**src/hdl/devtlb_pkg.sv**
```systemverilog
// Shared request types, widths and opcode helpers for the device TLB front end, imported by every block
package devtlb_pkg;

   //========================================
   // Widths
   //========================================

   // Request address as seen by the TLB
   localparam int ADDR_WIDTH    = 64;
   // Requester transaction tag
   localparam int TAG_WIDTH     = 8;
   // Process address space id
   localparam int PASID_WIDTH   = 8;
   // Upper bound on requester ports
   localparam int MAX_PORTS     = 4;
   // Port select field, sized for MAX_PORTS
   localparam int PORT_ID_WIDTH = $clog2(MAX_PORTS);

   //========================================
   // Request encoding
   //========================================

   // Request opcodes
   typedef enum logic [1:0] {
      op_dma_rd = 2'd0,
      op_dma_wr = 2'd1,
      op_atomic = 2'd2,
      op_inval  = 2'd3
   } t_devtlb_opcode;

   // Primary request, 85 bits packed
   typedef struct packed {
      t_devtlb_opcode           opcode;
      logic [PORT_ID_WIDTH-1:0] port;
      logic                     pasid_v;
      logic [PASID_WIDTH-1:0]   pasid;
      logic [TAG_WIDTH-1:0]     tag;
      logic [ADDR_WIDTH-1:0]    address;
   } t_devtlb_req;

   // True for opcodes that move data through DMA
   function automatic logic f_opcode_is_dma(input t_devtlb_opcode opcode);
      logic is_dma;
      case (opcode)
         op_dma_rd, op_dma_wr, op_atomic: is_dma = 1'b1;
         default:                         is_dma = 1'b0;
      endcase
      return is_dma;
   endfunction

endpackage

```
**src/hdl/devtlb_ingress.sv**
```systemverilog
// Ingress stage of the TLB front end that registers the primary request and steers it to one slice
`timescale 1ns/1ps

module devtlb_ingress
   import devtlb_pkg::*;
#(
   parameter int NUM_PORTS = 4
) (
   input  logic                 clk,
   input  logic                 reset,
   input  logic                 req_valid,
   input  logic                 req_prior_match,
   input  t_devtlb_req          req,
   output logic [NUM_PORTS-1:0] slice_push,
   output t_devtlb_req          slice_req
);

   // Staged strobe and payload
   logic        staged_valid;
   t_devtlb_req staged_req;

   //========================================
   // Input staging
   //========================================

   // Qualify with priority match before staging
   always_ff @(posedge clk) begin
      if (reset) begin
         staged_valid <= 1'b0;
      end else begin
         staged_valid <= req_valid && req_prior_match;
      end
   end

   // Payload captured every cycle
   always_ff @(posedge clk) begin
      staged_req <= req;
   end

   //========================================
   // Port steering
   //========================================

   // One-hot push, out of range ports dropped
   always_comb begin
      slice_push = '0;
      if (staged_valid && (int'(staged_req.port) < NUM_PORTS)) begin
         slice_push[staged_req.port] = 1'b1;
      end
   end

   // All slices see the same payload
   assign slice_req = staged_req;

endmodule

```
**config.mk**
```make
export PLATFORM = sky130hd
export DESIGN_NAME = devtlb_ingress
export DESIGN_NICKNAME = d
export VERILOG_FILES = /design/src/hdl/devtlb_pkg.sv /design/src/hdl/devtlb_ingress.sv
export SDC_FILE = /design/constraint.sdc
export NUM_CORES = 1
export LEC_CHECK = 0
export ABC_AREA = 1
export BUFFER_PORTS_ARGS = -buffer_cell sky130_fd_sc_hd__buf_2
export CAP_MARGIN = 20
export CORE_MARGIN = 3
export CORE_UTILIZATION = 30
export DETAILED_ROUTE_END_ITERATION = 8
export PLACE_DENSITY = 0.82
export SETUP_SLACK_MARGIN = 0.4
export SYNTH_ARGS = -nofsm -noshare
export SYNTH_HDL_FRONTEND = slang
export SYNTH_SLANG_ARGS = --single-unit
```
**constraint.sdc**
```tcl
create_clock -name clk -period 0.8 [get_ports clk]
set_input_delay 0.08 -clock clk [delete_from_list [all_inputs] [get_ports clk]]
set_output_delay 0.08 -clock clk [all_outputs]
set_load 0.03 [all_outputs]
```
== Word level (Yosys, flattened, before mapping) ==
Cells that the tools add are included.
W data, S select, Z words.
Operators by class
  bitwise operators: 0
  reduce and logical (&&, ||, !) cells: 2
  mux-type cells: 3
  $lt $le $gt $ge: 2
  divide/modulo/power cells: 0
  multipliers: 0
  shifts and indexed selects: 0
  equality and inequality tests: 0
  add/sub/neg operators: 0
Operators by type and width (count)
  $mux W4: 1
  $lt A2 B3 Y1 const B: 1
  $demux W1 S2: 1
  $ge A2 B1 Y1 const B: 1
  $logic_and A1 B1 Y1: 2
  $mux W1: 1
Storage, ports and cells
  register bits after elaboration: 86
  memory bits (read-only): 0
  logic and storage cells: 14
  RAM bits: 0
  bits of input ports: 89
  latch bits: 0
  memories: 0

== Depth between registers and ports, before layout ==
Gate-level depths: netlist (run 1).
  word-level depth: 5
  gate-level depth with buffers: 3
  depth with buffers taken out: 3

== Least setup slack after synthesis (run 1) ==
Ideal clock, no wire load.
  path type: flip-flop to output port
  from: reg staged_req (netlist bit slice_req[82])
  to: out slice_push[2]
  buffers on the path: 0
  arrival time: 1041 ps
  cell stages (with the launch flop): 3
  slack: -321 ps
  path through: dfxtp_1 inv_1 nor2_1
Between the ends
  longest elaborated chain between the ends: 5
  elaborated cells between the ends (all ways): 6
Ends and longest elaborated chain
  start: declaration: RTL line devtlb_ingress.sv:20  | t_devtlb_req staged_req;
  start signal: assignment: RTL line devtlb_ingress.sv:37  | staged_req <= req;
  $lt A2 B3 Y1 (implied by the code) / $ge A2 B1 Y1 (equally long branches): RTL line devtlb_ingress.sv:48  | slice_push[staged_req.port] = 1'b1;
  $logic_and A1 B1 Y1 (implied by the code): RTL line devtlb_ingress.sv:48
  $mux W1 (implied by the code): RTL line devtlb_ingress.sv:48
  $demux W1 S2 *: RTL line devtlb_ingress.sv:48
  $mux W4 *: RTL line devtlb_ingress.sv:47  | if (staged_valid && (int'(staged_req.port) < NUM_PORTS)) begin
  end: declaration: RTL line devtlb_ingress.sv:14  | output logic [NUM_PORTS-1:0] slice_push,
Every way passes the cells marked *; elsewhere a longest branch is shown, timed or not.

== Worst setup path after layout (run 1) ==
  from: reg staged_req (netlist bit slice_req[81])
  to: out slice_push[0]
Same word-level chain as after synthesis.

==> results of run 1 <==
[placed cells by master (no fill, tap or decap)]
master and n:
buf_4 1, dfxtp_4 86, clkinv_2 1, clkinv_1 1, buf_2 89, clkbuf_8 9, clkinvlp_4 2, nand2_1 1
clkinv_4 2, inv_6 1, buf_6 88, inv_4 2, nand2_4 2, nor2_1 1, nor2_4 4
[layout make-up]
| class | instances | area (um^2) |
|---|---|---|
| clock buffers | 9 | 123.9 |
| clock inverters | 7 | 50.05 |
| fillers | 386 | 1734 |
| inverters | 2 | 12.51 |
| multi-input cells | 8 | 75.07 |
| flip-flops and latches | 86 | 2044 |
| well taps | 72 | 90.09 |
| repair buffers | 178 | 1444 |
[synth_stat cells]
| master | number |
|---|---|
| inv_1 | 2 |
| nand2_1 | 3 |
| dfxtp_1 | 86 |
| nor2_1 | 5 |
[power breakdown]
group	total, mW	internal, mW	switching (mW)
sequential	4.51	4.38	0.122
clock	2.60	1.13	1.47
combinational	1.21	0.576	0.630
[worst paths after layout]
kind	cells past startpoint	endpoint	from
worst max-delay path	4	slice_push[0]	slice_req[81]
worst min-delay path	1	slice_req[15]	req[15]
[state kept, by name (all words and copies together), names as in the netlist]
| name | flops |
|---|---|
| slice_req | 85 |
| staged_valid | 1 |
[worst max-delay path, delay by kind of cell, from the launching register on]
kind          cells  cell delay (ns)
flops             1             0.38
buf+inv           2             0.20
simple gates      2             0.15
[stage by stage]
stage | instance area [um^2] | cells | worst slack, ns | power (mW)
floorplan | 2118 | 96 | 0.01466 | 5.059
global placement | 3094 | 345 | -0.03771 | 5.460
detailed placement | 3094 | 345 | -0.07574 | 5.487
CTS | 3821 | 361 | -0.3347 | 8.401
global route | 3840 | 362 | -0.4070 | 8.715
finish | 3840 | 362 | -0.3510 | 8.316
[routing by layer]
metal / wire length, um / vias up / track usage [%]
met5: 0 / - / 0
met4: 86 / 0 / 7.843
met3: 722 / 7 / 8.351
met2: 3124 / 110 / 29.97
met1: 1686 / 641 / 14.45
li1: - / 669 / -
[logic make-up after synthesis]
family / share of synthesized area [%]
buffers and inverters: 0.4269
DFF: 97.87
and+or+nand+nor: 1.707
[timing repair]
item / 4_1_cts / 5_1_grt
hold endpoints to repair: 86 / 86
setup endpoints to repair: 89 / 89
buffers inserted: 0 / 1
pin swaps: 2 / 2
gates resized for setup: 177 / 5
==> run_results.csv, run 1 <==
group,metric,value,unit
worst_setup_path,path_cells,"inv_4 > nand2_4 > nor2_4 > buf_6",
power_and_ir_drop,vdd_drop_max,1.275,mV
floorplan,rows,27,
clock_tree,cts.path.max_buffers,2,
placement,routabilityCongestion,0.6788,
synthesis,syn_area,1759,um^2
sta,worst_slack,-0.3510,ns
flow_run,drv_cap,0,
worst_setup_path,cp-start-kind,"flip-flop",
routing,wl,5620,um
outcome,status,"finished with violations",
global_route,grt.overflow.total,0,
synthesis,synth.area.top_cells,"dfxtp_1 98%, nor2_1 1.1%, nand2_1 0.64%",
floorplan,core,5574,um^2
routing,viasPerCell,3.942,
routing,firstDrtPassIters,2,
power_and_ir_drop,powerDensity,2166,nW/um^2
floorplan,initial_core_util,31.56,%
sta,setup_viol,89,
worst_setup_path,worstPathMaxFanout,3,
worst_setup_path,worst_path_max_delay_cell,"dfxtp_4",
placement,io_buffers,177,
synthesis,synth_cell_types,4,
sta,finalSetupTns,-9.625,ns
global_route,grt_pass1_wl,7810,um
floorplan,die_w,82.58,um
worst_setup_path,critical_path_class,"reg2out",
sta,hold_viol,86,
clock_tree,cts_tree,"yes",
sta,tightest_slew,0.1576,ns
outcome,violations,"negative hold slack, negative setup slack",
sta,fin_crit,1.151,ns
sta,maxSlewHeadroom,89.57,%
synthesis,yosysSeqAreaShare,97.87,%
finish,syn2layout_area_growth,118.3,%
clock_tree,clockRootBuffer,"clkbuf_8",
floorplan,io_pins,178,
worst_setup_path,critPathRequiredTime,0.72,ns
routing,remaining_drc_errors,0,
routing,route.vias.total,1427,
placement,dp_hpwl,4033,um
sta,post-route-period-util,143.9,%
synthesis,syn_area_per_cell,18.32,um^2
routing,drtIter0Drc,29,
sta,hold_ws,-0.1740,ns
worst_setup_path,cp.arrival,1.07,ns
global_route,track_usage,16.28,%
clock_tree,cts_buffers,9,
routing,ant_nets,0,
worst_setup_path,crit_path_end_kind,"output pin",
finish,fin_nets,374,
clock_tree,clock-sinks,86,
finish,fin_util,68.89,%
synthesis,yosys_warnings,0,
sta,maxSlewViolCount,0,
global_route,antenna_found_initial,0,
sta,fmax,0.8688,GHz
synthesis,ys_seq_elements,86,
global_route,grt_max_degree,16,
clock_tree,clk_pin_slew,0.09,ns
finish,post_route_cells_drive_above_1_share,98.97,%
synthesis,yosysTopAreaCellShare,97.87,%
synthesis,syn_inst,96,
global_route,grt_pass1_vias,1543,
power_and_ir_drop,p_leak,1.766,nW
floorplan,die_area,6819,um^2
hold_path,hold_class,"in2reg",
sta,rsz0062_at_grt,"yes",
finish,num_antenna_cells,0,
clock_tree,htree_levels,3,
floorplan,fp.dieH,82.58,um
synthesis,yosysTopAreaCell,"dfxtp_1",
synthesis,synth_fp_nets,185,
routing,post_drt_wl_per_cell,15.52,um
worst_setup_path,cpPeakStageDelay,0.38,ns
Note: power is estimated with default switching activity, not from simulation.
==> inputs of run 2 (changes only) <==
--- a/config.mk
+++ b/config.mk
@@ -8,10 +8,12 @@
 export ABC_AREA = 1
 export BUFFER_PORTS_ARGS = -buffer_cell sky130_fd_sc_hd__buf_2
 export CAP_MARGIN = 20
+export CELL_PAD_IN_SITES_DETAIL_PLACEMENT = 2
+export CELL_PAD_IN_SITES_GLOBAL_PLACEMENT = 2
 export CORE_MARGIN = 3
-export CORE_UTILIZATION = 30
+export CORE_UTILIZATION = 17
 export DETAILED_ROUTE_END_ITERATION = 8
-export PLACE_DENSITY = 0.82
+export PLACE_DENSITY = 0.83
 export SETUP_SLACK_MARGIN = 0.4
 export SYNTH_ARGS = -nofsm -noshare
 export SYNTH_HDL_FRONTEND = slang
==> run 2 against run 1 <==
  * The run still ends with negative hold slack, negative setup slack left
  * Sequential cell count is the same
  * Total power grew 7.1%
  * Sequential share of layout area shrank 1.4 points
  * Cell count grew 16%
  * Clock power grew 23%
  * Global-route usage shrank 5.1 points
  * Setup slack gained 0.018 ns
  * Critical endpoint is now slice_push[3]
  * Largest cell class unchanged
==> run_results.csv, run 2 (synthesized netlist as in run 1, its figures left out) <==
group,metric,value,unit
placement,routabilityCongestion,0.6637,
outcome,violations,"negative hold slack, negative setup slack",
global_route,grt.overflow.total,0,
floorplan,die_w,107.7,um
sta,finalSetupTns,-9.667,ns
finish,largest_register_ffs,85,
clock_tree,cts.path.max_buffers,2,
sta,maxSlewHeadroom,88.91,%
global_route,grt_max_degree,15,
routing,route.vias.total,1450,
clock_tree,clockRootBuffer,"clkbuf_8",
sta,tightest_slew,0.1675,ns
worst_setup_path,critPathRequiredTime,0.72,ns
clock_tree,clk_pin_slew,0.08,ns
worst_setup_path,path_cells,"nand2_4 > nor2_4 > buf_6",
routing,post_drt_wl_per_cell,15.46,um
finish,post_route_cells_drive_above_1_share,98.96,%
power_and_ir_drop,vdd_drop_max,0.9255,mV
global_route,grt_pass1_wl,9397,um
clock_tree,clock-sinks,86,
global_route,grt_pass1_vias,1749,
placement,io_buffers,177,
hold_path,hold_class,"in2reg",
sta,fin_crit,1.133,ns
routing,viasPerCell,3.444,
finish,layout_common_cells,"90 x buf_2, 87 x buf_6, 86 x dfxtp_4",
sta,setup_viol,89,
power_and_ir_drop,pwr-share-comb,13.6,%
routing,drtIter0Drc,27,
finish,stdcell_area,3941,um^2
hold_path,hold_depth,1,
finish,fin_cells,421,
worst_setup_path,path_buf_inv,1,
clock_tree,cts_setup_buffers,0,
sta,fmax,0.8825,GHz
worst_setup_path,cp-start-kind,"flip-flop",
power_and_ir_drop,pwr-share-clk,35.8,%
power_and_ir_drop,p_switching,2.200,mW
placement,dpl_cell_area,3171,um^2
hold_path,min_to,"slice_req[0]",
worst_setup_path,crit_family,"flip-flops",
clock_tree,htree_levels,3,
sta,hold_viol,86,
sta,rsz0062_at_grt,"yes",
floorplan,core,9910,um^2
sta,hold_ws,-0.1722,ns
finish,fin_nets,373,
floorplan,io_pins,178,
sta,worst_slack,-0.3331,ns
finish,final_common_cell,"buf_2",
floorplan,rows,36,
worst_setup_path,cpPeakStageDelay,0.38,ns
power_and_ir_drop,powerDensity,2260,nW/um^2
finish,num_antenna_cells,0,
finish,fin_util,39.77,%
clock_tree,cts_buffers,9,
worst_setup_path,cp.arrival,1.05,ns
sta,post-route-period-util,141.6,%
floorplan,die_area,11600,um^2
power_and_ir_drop,swShare,24.70,%
sta,maxSlewViolCount,0,
worst_setup_path,worst_path_max_delay_cell,"dfxtp_4",
power_and_ir_drop,p_int,6.706,mW
hold_path,worstHoldStart,"req[0]",
routing,firstDrtPassIters,2,
worst_setup_path,crit_path_end_kind,"output pin",
outcome,status,"finished with violations",
routing,remaining_drc_errors,0,
placement,dpl.cell_count,406,
power_and_ir_drop,sequentialPowerShare,50.6,%
power_and_ir_drop,p_leak,1.777,nW
global_route,track_usage,11.13,%
worst_setup_path,critical_path_class,"reg2out",
clock_tree,cts_tree,"yes",
global_route,antenna_found_initial,0,
finish,syn2layout_area_growth,124.0,%
routing,wl,6508,um
flow_run,drv_cap,0,
floorplan,initial_core_util,17.75,%
floorplan,fp.dieH,107.7,um
routing,ant_nets,0,
worst_setup_path,worstPathMaxFanout,3,
run 2: through the flow:
step | power [mW] | setup slack, ns
6_report | 8.906 | -0.3331
3_3_place_gp | 5.472 | -0.04445
4_1_cts | 9.112 | -0.3604
3_5_place_dp | 5.507 | -0.07618
2_1_floorplan | 5.059 | 0.01466
5_1_grt | 9.329 | -0.3892
run 2: layer usage:
| metal | GRT usage (%) | vias to the layer above | share of wire (%) | routed length [um] |
|---|---|---|---|---|
| met4 | 3.246 | 0 | 0.49 | 32 |
| met3 | 6.899 | 2 | 11 | 748 |
| met5 | 0 | - | 0 | 0 |
| met2 | 21.94 | 106 | 59 | 3831 |
| met1 | 8.828 | 675 | 29 | 1895 |
| li1 | - | 667 | - | - |
run 2: how the worst max path moves through the flow:
stage                       start       endpoint  slack (ns)  cells past startpoint
global placement     staged_valid  slice_push[3]       -0.04                      3
global route        slice_req[81]  slice_push[0]       -0.39                      4
detailed placement   staged_valid  slice_push[3]       -0.08                      3
CTS                 slice_req[81]  slice_push[0]       -0.36                      4
floorplan           slice_req[81]  slice_push[3]        0.01                      2
finish              slice_req[81]  slice_push[3]       -0.33                      3
run 2: power groups by stage:
stage	sequential (mW)	clock, mW	combinational, mW
floorplan	5.03	0	0.0246
global placement	4.54	0	0.931
detailed placement	4.56	0	0.951
CTS	4.51	3.39	1.21
global route	4.54	3.52	1.27
finish	4.51	3.19	1.21
run 2: cell type report:
cell class	instances	area, um^2
inverter	2	12.51
clock inverter	5	85.08
fill	998	5968
sequential	86	2044
timing repair buffer	177	1430
clock buffer	10	127.6
multi-input combinational	8	75.07
tap	133	166.4
run 2: timing repair:
| item | 4_1_cts | 5_1_grt |
|---|---|---|
| endpoints found under the hold margin | 86 | 86 |
| setup endpoints to repair | 89 | 89 |
| pin swaps | 2 | 2 |
| gates cloned | 0 | 0 |
| resized for setup | 178 | 1 |
==> inputs of run 3 (changes only) <==
--- a/config.mk
+++ b/config.mk
@@ -10,7 +10,7 @@
 export CAP_MARGIN = 20
 export CELL_PAD_IN_SITES_DETAIL_PLACEMENT = 2
 export CELL_PAD_IN_SITES_GLOBAL_PLACEMENT = 2
-export CORE_MARGIN = 3
+export CORE_MARGIN = 2
 export CORE_UTILIZATION = 17
 export DETAILED_ROUTE_END_ITERATION = 8
 export PLACE_DENSITY = 0.83
==> constraint.sdc (replaced) <==
create_clock -name clk -period 0.8 [get_ports clk]
set_input_delay 0.16 -clock clk [delete_from_list [all_inputs] [get_ports clk]]
set_output_delay 0.16 -clock clk [all_outputs]
set_load 0.03 [all_outputs]
==> run 3 against run 2 <==
  * The run still ends with negative hold slack, negative setup slack left
  * Final area about the same
  * Combinational power about the same
  * Critical path depth up 1
==> run_results.csv, run 3 (synthesized netlist as in run 1, its figures left out) <==
group,metric,value,unit
outcome,status,"finished with violations",
outcome,violations,"negative hold slack, negative setup slack",
floorplan,die_w,105.7,um
clock_tree,clock-sinks,86,
sta,worst_slack,-0.4201,ns
finish,regArea,2044,um^2
power_and_ir_drop,p_leak,1.777,nW
power_and_ir_drop,powerDensity,2177,nW/um^2
routing,remaining_drc_errors,0,
finish,stdcell_area,3939,um^2
sta,hold_ws,-0.09131,ns
placement,pre_cts_ws,-0.1565,ns
sta,fmax,0.8196,GHz
finish,final_common_cell,"buf_6",
routing,firstDrtPassIters,4,
placement,io_buffers,177,
worst_setup_path,worstPathMaxFanout,3,
finish,syn2layout_area_growth,123.9,%
finish,fin_nets,375,
floorplan,initial_core_util,17.27,%
finish,multi_input_area,75.07,um^2
placement,dpl_cell_area,3174,um^2
sta,maxSlewViolCount,0,
worst_setup_path,crit_path_end_kind,"output pin",
finish,post_route_cells_drive_above_1_share,97.94,%
global_route,grt_pass1_wl,9666,um
clock_tree,htree_levels,3,
routing,drtIter0Drc,23,
worst_setup_path,critPathRequiredTime,0.64,ns
floorplan,die_area,11180,um^2
global_route,grt.overflow.total,0,
worst_setup_path,cp.arrival,1.06,ns
routing,route.vias.total,1478,
worst_setup_path,cp-start-kind,"flip-flop",
routing,wl,6323,um
power_and_ir_drop,finalPower,8.574,mW
finish,layout_common_cells,"89 x buf_6, 88 x buf_2, 86 x dfxtp_4",
placement,routabilityCongestion,0.6301,
sta,hold_viol,86,
clock_tree,clockRootBuffer,"clkbuf_8",
floorplan,io_pins,178,
clock_tree,cts_buffers,9,
sta,tightest_slew,0.1097,ns
clock_tree,cts.path.max_buffers,2,
sta,post-route-period-util,152.5,%
clock_tree,clk_pin_slew,0.08,ns
floorplan,rows,37,
global_route,grt_max_degree,14,
sta,rsz0062_at_grt,"yes",
global_route,grt_pass1_vias,1731,
hold_path,hold_class,"in2reg",
floorplan,core,10180,um^2
routing,post_drt_wl_per_cell,14.81,um
sta,setup_viol,89,
global_route,track_usage,11.95,%
routing,viasPerCell,3.461,
sta,maxSlewHeadroom,92.68,%
power_and_ir_drop,vdd_drop_max,0.7293,mV
floorplan,fp.dieH,105.7,um
flow_run,drv_cap,0,
clock_tree,cts_tree,"yes",
routing,ant_nets,0,
sta,fin_crit,1.220,ns
finish,fillers,1053,
placement,dp_hpwl,4799,um
global_route,antenna_found_initial,2,
finish,largest_register_ffs,85,
worst_setup_path,critical_path_class,"reg2out",
finish,num_antenna_cells,0,
==> run 3: cell types whose count changed in the layout (fill, tap and decap cells not counted) <==
cell,previous run,this run
buf_2,90,88
buf_4,0,2
buf_6,87,89
bufinv_16,2,1
clkbuf_1,1,2
clkinv_1,0,2
clkinv_2,0,1
clkinv_4,2,0
inv_2,0,1
inv_4,2,1
==> run 3: metal layers <==
layer	GRT usage, %	wire length, um	vias up
met5	0	26	-
met4	5.639	125	4
met3	6.617	690	14
met2	22.07	3618	97
met1	10.38	1861	691
li1	-	-	672
==> run 3: layout make-up <==
cell class | count | share of cell area (%)
multi-input cells | 8 | 1.906
clock buffers | 11 | 3.335
repair buffers | 179 | 37.01
well taps | 136 | 4.320
flip-flops and latches | 86 | 51.91
inverters | 2 | 0.2541
clock inverters | 5 | 1.271
==> run 3: path summary, 6_finish.rpt <==
| kind | startpoint | endpoint | slack, ns | depth (start not counted) |
|---|---|---|---|---|
| worst max-delay path | slice_req[81] | slice_push[2] | -0.42 | 4 |
| worst min-delay path | req[57] | slice_req[57] | -0.09 | 1 |
==> run 3: stage by stage <==
stage | cells | utilization [%] | setup TNS (ns)
6_report | 427 | 38.67 | -16.92
5_1_grt | 427 | 38.67 | -21.35
3_3_place_gp | 409 | 31.17 | -0.3562
3_5_place_dp | 409 | 31.17 | -0.4915
2_1_floorplan | 96 | - | -0.1971
4_1_cts | 427 | 38.67 | -19.31
==> run 3: what timing repair did <==
item / in CTS / in global routing
gates resized for setup: 182 / 0
setup endpoints to repair: 89 / 89
buffers inserted: 2 / 0
pin swaps: 2 / 2
endpoints found under the hold margin: 86 / 86
==> run 3: power breakdown <==
| group | switching, mW | total [mW] | internal (mW) |
|---|---|---|---|
| clock | 1.43 | 2.85 | 1.42 |
| combinational | 0.643 | 1.23 | 0.582 |
| sequential | 0.119 | 4.50 | 4.38 |
==> run 3: worst max-delay path: stages, from the launching register on <==
cell     delay (ns)
dfxtp_4        0.37
inv_4          0.06
nand2_4        0.06
nor2_4         0.09
buf_6          0.14
