## config.mk

```make
export PLATFORM = sky130hd
export DESIGN_NAME = devtlb_cb_slice
export DESIGN_NICKNAME = d
export VERILOG_FILES = /design/src/hdl/devtlb_pkg.sv /design/src/hdl/devtlb_cb_slice.sv
export SDC_FILE = /design/constraint.sdc
export NUM_CORES = 1
export LEC_CHECK = 0
export BUFFER_PORTS_ARGS = -buffer_cell sky130_fd_sc_hd__clkbuf_2
export CORE_MARGIN = 1
export CORE_UTILIZATION = 40
export DETAILED_ROUTE_END_ITERATION = 10
export GPL_TIMING_DRIVEN = 0
export PLACE_DENSITY_LB_ADDON = 0.2
export RECOVER_POWER = 50
export SYNTH_ARGS = -nofsm -noshare
export SYNTH_HDL_FRONTEND = slang
export SYNTH_SLANG_ARGS = --single-unit
```

## constraint.sdc

```tcl
create_clock -name clk -period 4.15 [get_ports clk]
set_input_delay 0.6225 -clock clk [delete_from_list [all_inputs] [get_ports clk]]
set_output_delay 0.6225 -clock clk [all_outputs]
set_load 0.005 [all_outputs]
```

## src/hdl/devtlb_pkg.sv

```systemverilog
// Shared request types, widths and opcode helpers for the device TLB front end, imported by every block
package devtlb_pkg;

   //========================================
   // Widths
   //========================================

   // Request address as seen by the TLB
   localparam int ADDR_WIDTH    = 64;
   // Requester transaction tag
   localparam int TAG_WIDTH     = 8;
   // Process address space id
   localparam int PASID_WIDTH   = 8;
   // Upper bound on requester ports
   localparam int MAX_PORTS     = 4;
   // Port select field, sized for MAX_PORTS
   localparam int PORT_ID_WIDTH = $clog2(MAX_PORTS);

   //========================================
   // Request encoding
   //========================================

   // Request opcodes
   typedef enum logic [1:0] {
      op_dma_rd = 2'd0,
      op_dma_wr = 2'd1,
      op_atomic = 2'd2,
      op_inval  = 2'd3
   } t_devtlb_opcode;

   // Primary request, 85 bits packed
   typedef struct packed {
      t_devtlb_opcode           opcode;
      logic [PORT_ID_WIDTH-1:0] port;
      logic                     pasid_v;
      logic [PASID_WIDTH-1:0]   pasid;
      logic [TAG_WIDTH-1:0]     tag;
      logic [ADDR_WIDTH-1:0]    address;
   } t_devtlb_req;

   // True for opcodes that move data through DMA
   function automatic logic f_opcode_is_dma(input t_devtlb_opcode opcode);
      logic is_dma;
      case (opcode)
         op_dma_rd, op_dma_wr, op_atomic: is_dma = 1'b1;
         default:                         is_dma = 1'b0;
      endcase
      return is_dma;
   endfunction

endpackage

```

## src/hdl/devtlb_cb_slice.sv

```systemverilog
// Per-port credit buffer that queues requests in order, masks high address bits and returns credits
`timescale 1ns/1ps

module devtlb_cb_slice
   import devtlb_pkg::*;
#(
   parameter int CB_DEPTH         = 4,
   parameter int GUEST_ADDR_WIDTH = 48
) (
   input  logic        clk,
   input  logic        reset,
   input  logic        cb_stall,
   input  logic        push,
   input  t_devtlb_req push_req,
   input  logic        pop,
   output logic        pipe_valid,
   output t_devtlb_req pipe_req,
   output logic        credit_return
);

   localparam int PTR_WIDTH = $clog2(CB_DEPTH);
   localparam int CNT_WIDTH = $clog2(CB_DEPTH + 1);

   // Address bits kept for DMA without a PASID
   localparam logic [ADDR_WIDTH-1:0] KEEP_MASK =
      (GUEST_ADDR_WIDTH >= ADDR_WIDTH) ? '1 :
      ((ADDR_WIDTH'(1) << GUEST_ADDR_WIDTH) - ADDR_WIDTH'(1));

   // Queue storage, no reset on payload
   t_devtlb_req          entries [CB_DEPTH];
   logic [PTR_WIDTH-1:0] wr_ptr;
   logic [PTR_WIDTH-1:0] rd_ptr;
   logic [CNT_WIDTH-1:0] count;
   t_devtlb_req          head_req;

   //========================================
   // Queue control
   //========================================

   // Pointers wrap at CB_DEPTH, not at a power of two
   always_ff @(posedge clk) begin
      if (reset) begin
         wr_ptr <= '0;
         rd_ptr <= '0;
         count  <= '0;
      end else begin
         if (push) begin
            wr_ptr <= (wr_ptr == PTR_WIDTH'(CB_DEPTH - 1)) ? '0 : wr_ptr + 1'b1;
         end
         if (pop) begin
            rd_ptr <= (rd_ptr == PTR_WIDTH'(CB_DEPTH - 1)) ? '0 : rd_ptr + 1'b1;
         end
         // Occupancy
         case ({push, pop})
            2'b10:   count <= count + 1'b1;
            2'b01:   count <= count - 1'b1;
            default: count <= count;
         endcase
      end
   end

   // Entry write
   always_ff @(posedge clk) begin
      if (push) begin
         entries[wr_ptr] <= push_req;
      end
   end

   //========================================
   // Output side
   //========================================

   assign head_req = entries[rd_ptr];

   // Defeature stall hides the head
   assign pipe_valid = (count != '0) && !cb_stall;

   // Clear upper address for DMA without PASID
   always_comb begin
      pipe_req = head_req;
      if (f_opcode_is_dma(head_req.opcode) && !head_req.pasid_v) begin
         pipe_req.address = head_req.address & KEEP_MASK;
      end
   end

   // One credit back per entry leaving
   assign credit_return = pop;

endmodule

```

# After elaboration in Yosys (flattened, before gate mapping)
# Memory sizes are Yosys's and may differ from the RTL's. A register that Yosys moved wholly into a read port is not among the register bits.
# Index checks and enable logic that the tools add are counted.
dict set report op_classes {
  add_sub_neg 4
  eq_ne 6
  muxes 9
  reduce_logical 8
}
# cell count
set ops {}
lappend ops {{64-bit 2-to-1 mux} 1}
lappend ops {{2-bit == test (second input constant)} 4}
lappend ops {{2-bit 2-to-1 mux} 4}
lappend ops {{3-bit case mux with 2 select lines} 1}
lappend ops {{2-bit by 1-bit adder with 2-bit output (second input constant)} 2}
lappend ops {{2-bit by 1-bit == test with 1-bit output (second input constant)} 2}
lappend ops {{3-bit by 1-bit adder with 3-bit output (second input constant)} 1}
lappend ops {{1-bit 2-to-1 mux} 3}
lappend ops {{3-bit nonzero test} 1}
lappend ops {{3-bit OR reduction} 1}
lappend ops {{3-bit by 1-bit subtractor with 3-bit output (second input constant)} 1}
lappend ops {{1-bit logical AND} 2}
lappend ops {{1-bit logical NOT} 2}
lappend ops {{2-bit logical NOT} 1}
lappend ops {{2-bit nonzero test} 1}
dict set report totals {
  regBits 7
  ram_bits 340
  inputBits 90
  output_inout_bits 87
  elab_cells 31
  memories 1
}
# name words width read_ports rd_clocked_by_memory_dff wr line
set memory_table {}
lappend memory_table {entries 4 85 1 1 1 devtlb_cb_slice.sv:30} ;# t_devtlb_req entries [CB_DEPTH];

# Longest topological paths before layout
# Gate-level depths: netlist of run 1.
dict set report depth {
  ltp_word 5
  ltp_mapped 7
  depth_no_buf 7
}

# Worst setup path after synthesis of run 1
# Ideal clock, no wire load.
dict set report synth_timing {
  path_kind {input -> register}
  startpoint {input push}
  endpoint {memory entries[0][0] (netlist bit) (enable)}
  setup_ns 0.453
  t_arrival_ns 2.597
  slack_ns 1.100
  cell_stages 1
  path_cell_list {and2_1}
}
dict set report synth_between {
  elab_chain_len 2
}
# item line
set synth_lines {}
lappend synth_lines {{from (decl)} devtlb_cb_slice.sv:13} ;# input logic push,
lappend synth_lines {{1-bit 2-to-1 mux} devtlb_cb_slice.sv:64} ;# if (push) begin
lappend synth_lines {{1-bit 2-to-1 mux (not written as such)} devtlb_cb_slice.sv:65} ;# entries[wr_ptr] <= push_req;
lappend synth_lines {{to (decl)} devtlb_cb_slice.sv:30}
# No other way between the ends.

# Final worst setup path of run 1
dict set report layout_timing {
  startpoint {register wr_ptr[0]}
  endpoint {memory entries[2][74] (netlist bit) (enable)}
}
# item line
set layout_rtl {}
lappend layout_rtl {{from (decl)} devtlb_cb_slice.sv:31} ;# logic [PTR_WIDTH-1:0] wr_ptr;
lappend layout_rtl {{from (signal assigned)} devtlb_cb_slice.sv:48} ;# wr_ptr <= (wr_ptr == PTR_WIDTH'(CB_DEPTH - 1)) ? '0 : wr_ptr + 1'b1;
# No word-level cell before the write port.

==> results of run 1 <==
## critical path: stages, from the launching register on
cell                      delay, ns
sky130_fd_sc_hd__dfxtp_1       0.34
sky130_fd_sc_hd__inv_1         0.09
sky130_fd_sc_hd__ha_1          0.13
sky130_fd_sc_hd__and2_1        1.73
sky130_fd_sc_hd__buf_16        0.33
## placed cells by master, fill, tap and decap left out, types with 6 or more instances in the layout
cell type,instances
sky130_fd_sc_hd__buf_1,6
sky130_fd_sc_hd__mux4_2,85
sky130_fd_sc_hd__clkbuf_2,90
sky130_fd_sc_hd__ha_1,6
sky130_fd_sc_hd__nor2_1,8
sky130_fd_sc_hd__clkinv_2,6
sky130_fd_sc_hd__nor2b_2,10
sky130_fd_sc_hd__clkinv_1,9
sky130_fd_sc_hd__nor2b_1,6
sky130_fd_sc_hd__dfxtp_1,9
sky130_fd_sc_hd__inv_1,7
sky130_fd_sc_hd__clkbuf_1,90
sky130_fd_sc_hd__clkbuf_16,41
sky130_fd_sc_hd__edfxtp_1,340
sky130_fd_sc_hd__buf_2,9
## layout make-up
type                            instances  area share
Clock inverter                         23      0.0111
Multi-Input combinational cell        134       0.149
Tap cell                              402      0.0326
Inverter                                7     0.00170
Sequential cell                       349       0.673
Buffer                                 21     0.00778
Clock buffer                           45      0.0675
Timing Repair Buffer                  180      0.0572
## path summary, 6_finish.rpt
path / start / endpoint / slack (ns) / cells after the start
hold reg to reg: rd_ptr[1] / flop / 0.54 / 2
setup / recovery: wr_ptr[0] / entries[2][74] / 1.14 / 4
hold / removal: push_req[17] / entries[1][17] / 0.37 / 1
setup reg to reg: wr_ptr[0] / entries[2][74] / 1.14 / 4
## power breakdown
part / total, uW / internal (uW) / leakage (uW) / switching, uW
registers: 4060 / 4020 / 0.00320 / 32.1
logic: 621 / 297 / 0.00126 / 325
clock network: 3170 / 1910 / 0.000585 / 1260
total: 7850 / 6230 / 0.00504 / 1620
## layer usage
metal,vias to the layer above,GRT usage,part of all wire
met5,-,0,0
met4,0,0.0454,0.021
met3,41,0.0270,0.044
met2,139,0.260,0.54
met1,3045,0.178,0.40
li1,2610,-,-
## cells by family (layout without fill, tap and decap cells)
| group | after synthesis | in the layout |
|---|---|---|
| xor+xnor | 2 | 2 |
| mux | 87 | 87 |
| buf+inv | 28 | 276 |
| compound gates | 6 | 6 |
| simple gates | 32 | 32 |
| fa+ha+maj | 7 | 7 |
| flops | 349 | 349 |
## metrics by stage
stage | hold WS, ns | area [um^2] | util | setup WS (ns)
after floorplan | 0.452 | 12800 | - | 1.10
after global placement | 0.468 | 14200 | 0.450 | -0.683
after detailed placement | 0.528 | 14300 | 0.454 | 1.62
after CTS | 0.304 | 15500 | 0.493 | 1.05
after global routing | 0.363 | 15400 | 0.489 | 0.926
final | 0.367 | 15400 | 0.489 | 1.14
## flip-flops by register name (all words and copies together) (netlist names), named ones only
| signal | count |
|---|---|
| count | 3 |
| entries | 340 |
| rd_ptr | 2 |
| wr_ptr | 2 |
==> PnR_summary.wiki, run 1 <==
{| class="wikitable"
! Metric !! Value
|-
| Data required time of the worst path || 4.32 ns
|-
| Initial Util || 0.407
|-
| Tot GR Track Use || 0.145
|-
| Number of buffers created by CTS || 38
|-
| Setup crit end kind || flop
|-
| Post-layout power || 7850 uW
|-
| Combinational family with the most area after synthesis || multiplexers
|-
| Prevailing post-synth register cell || sky130_fd_sc_hd__edfxtp_1
|-
| Maximum number of pins on one net before global-route repair || 47
|-
| Syn_area_per_cell || 25.1 um^2
|-
| Buffer levels on the longest clock path || 3
|-
| Detailed-route wire length per cell || 20.0 um
|-
| Fraction of the mapped netlist area in compound gates || 0.00322
|-
| Setup skew after layout || 0.0210 ns
|-
| Max_slew headroom || -0.586
|-
| Area of the core || 31,600 um^2
|-
| Cts-stage hold buffer count || 0
|-
| Sequential cell area fraction in the yosys report || 0.810
|-
| Antenna violation net count after detailed routing || 0
|-
| Number of fillers in the final layout || 2,628
|-
| Peak fanout along the critical path || 46
|-
| Post-synthesis register bit count || 349
|-
| Count of input and output buffers || 176
|-
| Post-Synthesis Net Count || 608
|-
| Final setup violation count || 0
|-
| Net total in the final layout || 828
|-
| Post-DR vias/cell || 5.03
|-
| Dominant cells by area after synthesis || sky130_fd_sc_hd__edfxtp_1, sky130_fd_sc_hd__mux4_2, sky130_fd_sc_hd__dfxtp_1, sky130_fd_sc_hd__nor2b_2, sky130_fd_sc_hd__ha_1
|-
| Buffers inserted by post-CTS timing repair || 0
|-
| Power density normalized to cell area || 509 nW/um^2
|-
| Cell types with the highest counts after synthesis || sky130_fd_sc_hd__edfxtp_1, sky130_fd_sc_hd__mux4_2, sky130_fd_sc_hd__nor2b_2
|-
| Synth Area in XOR/XNOR || 0.00137
|-
| Tightest Hold Check Type || primary input to flop
|-
| Class of the most critical setup path || flop to flop
|-
| Static leakage power || 0.00504 uW
|-
| ANT cells || 0
|-
| Worst Max-Slew Pin Slew || 2.38 ns
|-
| Synth async-reset ratio || 0
|-
| Biggest area consumer among synthesized cells || sky130_fd_sc_hd__edfxtp_1
|-
| TritonCTS sink count || 349
|-
| Number of distinct library cells after synthesis || 22
|-
| Total number of vias || 5,835
|-
| Share of post-route cells with drive strength above 1 || 0.344
|-
| Share of the synthesized area in the top cell type || 0.796
|-
| DRT Wirelength || 23.2 mm
|-
| Global-route wire length before repair || 36.2 mm
|-
| Post-layout instance count excluding filler cells || 1,161
|-
| Hold Fails Final Rpt || 0
|-
| Total Neg Setup Slack || 0 ns
|-
| CP Data Arrival Time || 3.18 ns
|-
| Ys Warns || 0
|-
| Clock latency on the worst-skew pair || 0.51 ns
|-
| Total gr overflow || 0
|-
| Fraction of the mapped netlist area in adder cells || 0.00741
|-
| Failing checks || max-capacitance violations, max-slew violations
|-
| Clock tree from TritonCTS || built
|-
| Via count of the first global-routing pass || 6,521
|-
| Run status || complete, but fails checks
|-
| Area added between synthesis and finish || 20.3%
|-
| Area fraction in and, or, nand and nor cells after synthesis || 0.0161
|-
| Count of unresolved DRC violations after routing || 0
|-
| Site Rows || 65
|-
| Final critical-path share of the clock period || 0.724
|-
| RSZ-0062 raised after global routing || false
|-
| Number of H-tree levels || 2
|-
| Number of pins exceeding their max-slew limit in the final report || 121
|-
| Summed instance area of the synthesized netlist || 12,800 um^2
|-
| Antenna violations before repair || 0
|-
| Mux share of post-synthesis cell area || 0.151
|-
| Number of iterations in the first detailed-routing pass || 4
|-
| Placer's final routability congestion estimate || 0.694
|-
| Sort of element at the start of the critical path || flop
|-
| Placed cells || 1,093
|-
| Clock edge transition at the registers on the reported setup and hold paths || 0.06 ns
|-
| I/O pin cnt || 177
|-
| Root Buffer || sky130_fd_sc_hd__clkbuf_16
|-
| Post-route minimum period || 3.01 ns
|-
| Dpl hpwl || 14.2 mm
|-
| Total area of sequential cells || 10,400 um^2
|-
| Die outline width || 181 um
|-
| Number of enable flip-flop cells after synthesis || 340
|-
| Vert. Die Dim || 181 um
|-
| First DRT Iteration DRCs || 425
|-
| Area taken by multi-input logic gates || 2300 um^2
|-
| Quantity of gates resized following cts || 0
|-
| MaxCap Viol Count || 3
|-
| Number of instances in the synthesized netlist || 511
|-
| Dominant cell by count in the synthesized netlist || sky130_fd_sc_hd__edfxtp_1
|-
| Achievable Freq || 333 MHz
|-
| Worst IR Drop VDD || 307 uV
|-
| Die Area || 32,800 um^2
|}
Note: power is estimated with default switching activity, not from simulation.
==> inputs of run 2 (changes only) <==
==> constraint.sdc (replaced) <==
create_clock -name clk -period 2.9 [get_ports clk]
set_input_delay 0.435 -clock clk [delete_from_list [all_inputs] [get_ports clk]]
set_output_delay 0.435 -clock clk [all_outputs]
set_load 0.005 [all_outputs]
==> PnR_summary.wiki, run 2 (synthesis results as in run 1) <==
{| class="wikitable"
! Metric !! Value
|-
| Buffer levels on the longest clock path || 3 (unchanged)
|-
| TritonCTS sink count || 349 (unchanged)
|-
| Setup crit end kind || output pin
|-
| Net total in the final layout || 826 (-0.24%)
|-
| Detailed-route wire length per cell || 20.3 um (+1.5%)
|-
| Worst reg-to-reg path cell count || 4 (unchanged)
|-
| Achievable Freq || 360 MHz
|-
| RSZ-0062 raised after global routing || false
|-
| Power density normalized to cell area || 713 nW/um^2 (+40%)
|-
| Final critical-path share of the clock period || 0.959
|-
| Cts-stage hold buffer count || 0 (unchanged)
|-
| Max_slew headroom || 0.169 (+0.755)
|-
| Antenna violation net count after detailed routing || 0 (unchanged)
|-
| Total area of sequential cells || 10,400 um^2 (unchanged)
|-
| Most frequent cells in the layout || sky130_fd_sc_hd__edfxtp_1, sky130_fd_sc_hd__clkbuf_1, sky130_fd_sc_hd__clkbuf_2
|-
| MaxCap Viol Count || 0 (-3)
|-
| Critical path buffers and inverters || 3 (+1)
|-
| Top Registers || entries x340, count x3
|-
| Hold Fails Final Rpt || 0 (unchanged)
|-
| Die Area || 32,800 um^2 (unchanged)
|-
| Number of H-tree levels || 2 (unchanged)
|-
| Most common cell after layout, fill and taps aside || sky130_fd_sc_hd__edfxtp_1
|-
| Run status || complete, no violations
|-
| Area added between synthesis and finish || 19.3%
|-
| Dpl hpwl || 14.6 mm (+3.1%)
|-
| Site Rows || 65 (unchanged)
|-
| Share of post-route cells with drive strength above 1 || 0.342 (-0.00166)
|-
| Worst Max-Slew Pin Slew || 1.25 ns (-1.13 ns)
|-
| Maximum cell stage delay along the critical path || 0.54 ns (-1.19 ns)
|-
| Peak fanout along the critical path || 10 (-78%)
|-
| I/O pin cnt || 177 (unchanged)
|-
| Register with the highest flop count || entries
|-
| Post-DR vias/cell || 5.09 (+1.3%)
|-
| First DRT Iteration DRCs || 351 (-17%)
|-
| Worst IR Drop VDD || 407 uV (+33%)
|-
| Antenna violations before repair || 2 (+2)
|-
| Number of buffers created by CTS || 36 (-5.3%)
|-
| Critical path cell sequence || buf_2 > buf_1 > mux4_2 > clkbuf_2
|-
| Root Buffer || sky130_fd_sc_hd__clkbuf_16
|-
| Tightest Hold Check Type || primary input to flop
|-
| Number of iterations in the first detailed-routing pass || 4 (unchanged)
|-
| Number of pins exceeding their max-slew limit in the final report || 0 (-100%)
|-
| Total gr overflow || 0 (unchanged)
|-
| PnR worst setup slack || 0.118 ns (-1.03 ns)
|-
| Kind of cell adding the most delay to the critical path || buffers and inverters
|-
| Fin util || 0.485 (-0.00385)
|-
| Static leakage power || 0.00500 uW (-0.86%)
|-
| Place WS || 0.537 ns (-1.08 ns)
|-
| End point of the critical path || pipe_req[24]
|-
| Sort of element at the start of the critical path || flop
|-
| Maximum number of pins on one net before global-route repair || 45 (-4.3%)
|-
| Via count of the first global-routing pass || 6,391 (-2.0%)
|-
| CP Data Arrival Time || 2.35 ns (-0.83 ns)
|-
| Placer's final routability congestion estimate || 0.704 (+1.4%)
|-
| Startpoint of the most critical register-to-register path || wr_ptr[0]
|-
| Count of input and output buffers || 176 (unchanged)
|-
| Initial Util || 0.407 (unchanged)
|-
| Die outline width || 181 um (unchanged)
|-
| Placed cells || 1,093 (unchanged)
|-
| Setup slack of the worst register-to-register path || 0.64 ns (-0.50 ns)
|-
| Global-route wire length before repair || 35.9 mm (-0.88%)
|-
| Clock tree from TritonCTS || built
|-
| Setup skew after layout || 0.00812 ns (-0.0129 ns)
|-
| Post-route minimum period || 2.78 ns
|-
| Clock latency on the worst-skew pair || 0.50 ns (about the same)
|-
| Number of fillers in the final layout || 2,636 (+0.30%)
|-
| Flip-flop count of the largest register, all copies and words added || 340 (unchanged)
|-
| Vert. Die Dim || 181 um (unchanged)
|-
| Clock edge transition at the registers on the reported setup and hold paths || 0.06 ns (about the same)
|-
| Area taken by multi-input logic gates || 2300 um^2 (+0.16%)
|-
| Count of unresolved DRC violations after routing || 0 (unchanged)
|-
| DRT Wirelength || 23.4 mm (+0.91%)
|-
| Data required time of the worst path || 2.47 ns (-1.85 ns)
|-
| Area of the core || 31,600 um^2 (unchanged)
|-
| Post-layout instance count excluding filler cells || 1,154 (-0.60%)
|-
| Cell with the largest stage delay on the worst path || sky130_fd_sc_hd__buf_1
|-
| Final setup violation count || 0 (unchanged)
|-
| Logic depth of the worst path, buffers included || 4 (unchanged)
|-
| Crit Reg-Reg Endpoint || entries[0][75]
|-
| Total number of vias || 5,875 (+0.69%)
|-
| Tot GR Track Use || 0.144 (-0.000638)
|-
| Class of the most critical setup path || flop to output pin
|}
[run 2: changes by cell type in the layout (fill, tap and decap cells not counted), moves of 3 or more]
cell,delta
sky130_fd_sc_hd__and2_2,+3
sky130_fd_sc_hd__clkbuf_16,-4
sky130_fd_sc_hd__and2_1,-3
sky130_fd_sc_hd__buf_1,-3
sky130_fd_sc_hd__clkinvlp_4,-4
sky130_fd_sc_hd__clkinv_1,-3
sky130_fd_sc_hd__clkbuf_1,+5
sky130_fd_sc_hd__clkinv_2,-3
sky130_fd_sc_hd__clkbuf_8,+3
[run 2: worst reg2reg max path: stages, from the launching register on]
cell,delay (ns)
sky130_fd_sc_hd__dfxtp_1,0.34
sky130_fd_sc_hd__inv_1,0.10
sky130_fd_sc_hd__ha_1,0.14
sky130_fd_sc_hd__and2_2,0.97
sky130_fd_sc_hd__buf_16,0.34
[run 2: how the worst min path moves through the flow]
stage                startpoint       endpoint  slack [ns]  cells after the start
detailed placement     count[2]       count[2]        0.50                      2
global route        push_req[4]  entries[2][4]        0.17                      1
global placement       count[2]       count[2]        0.47                      2
CTS                 push_req[4]  entries[2][4]        0.12                      1
finish              push_req[4]  entries[2][4]        0.18                      1
floorplan              count[2]       count[2]        0.45                      2
[run 2: repair_timing]
action,in CTS,in global routing
pin swaps,0,0
resized for setup,1,2
buffers inserted,0,0
setup endpoints to repair,1,14
gates cloned,0,0
[run 2: area by class of cell]
type                       instances  share of cell area
antenna                            1            0.000163
tap                              402              0.0329
clock buffer                      48              0.0651
sequential                       349               0.679
clock inverter                    12             0.00556
multi-input combinational        134               0.150
timing repair buffer             180              0.0576
buffer                            21             0.00809
inverter                           7             0.00172
[run 2: through the flow]
step | area [um^2] | power [uW] | hold slack [ns] | TNS, ns
floorplan | 12800 | 6400 | 0.452 | 0
finish | 15300 | 10900 | 0.181 | 0
CTS | 15400 | 11100 | 0.120 | 0
detailed placement | 14300 | 6840 | 0.496 | 0
global placement | 14200 | 6800 | 0.468 | -3.04
global route | 15300 | 11300 | 0.168 | 0
[run 2: metal layers]
metal | up-vias | part of all wire | global-route usage
li1 | 2599 | - | -
met1 | 3101 | 0.39 | 0.175
met2 | 136 | 0.54 | 0.256
met3 | 39 | 0.053 | 0.0327
met4 | 0 | 0.020 | 0.0458
met5 | - | 0 | 0
[run 2: power by group]
part	internal (uW)	total (uW)	leakage, uW	switching (uW)
registers	5750	5800	0.00320	45.2
logic	424	891	0.00127	467
clock network	2490	4220	0.000531	1730
total	8670	10900	0.00500	2240
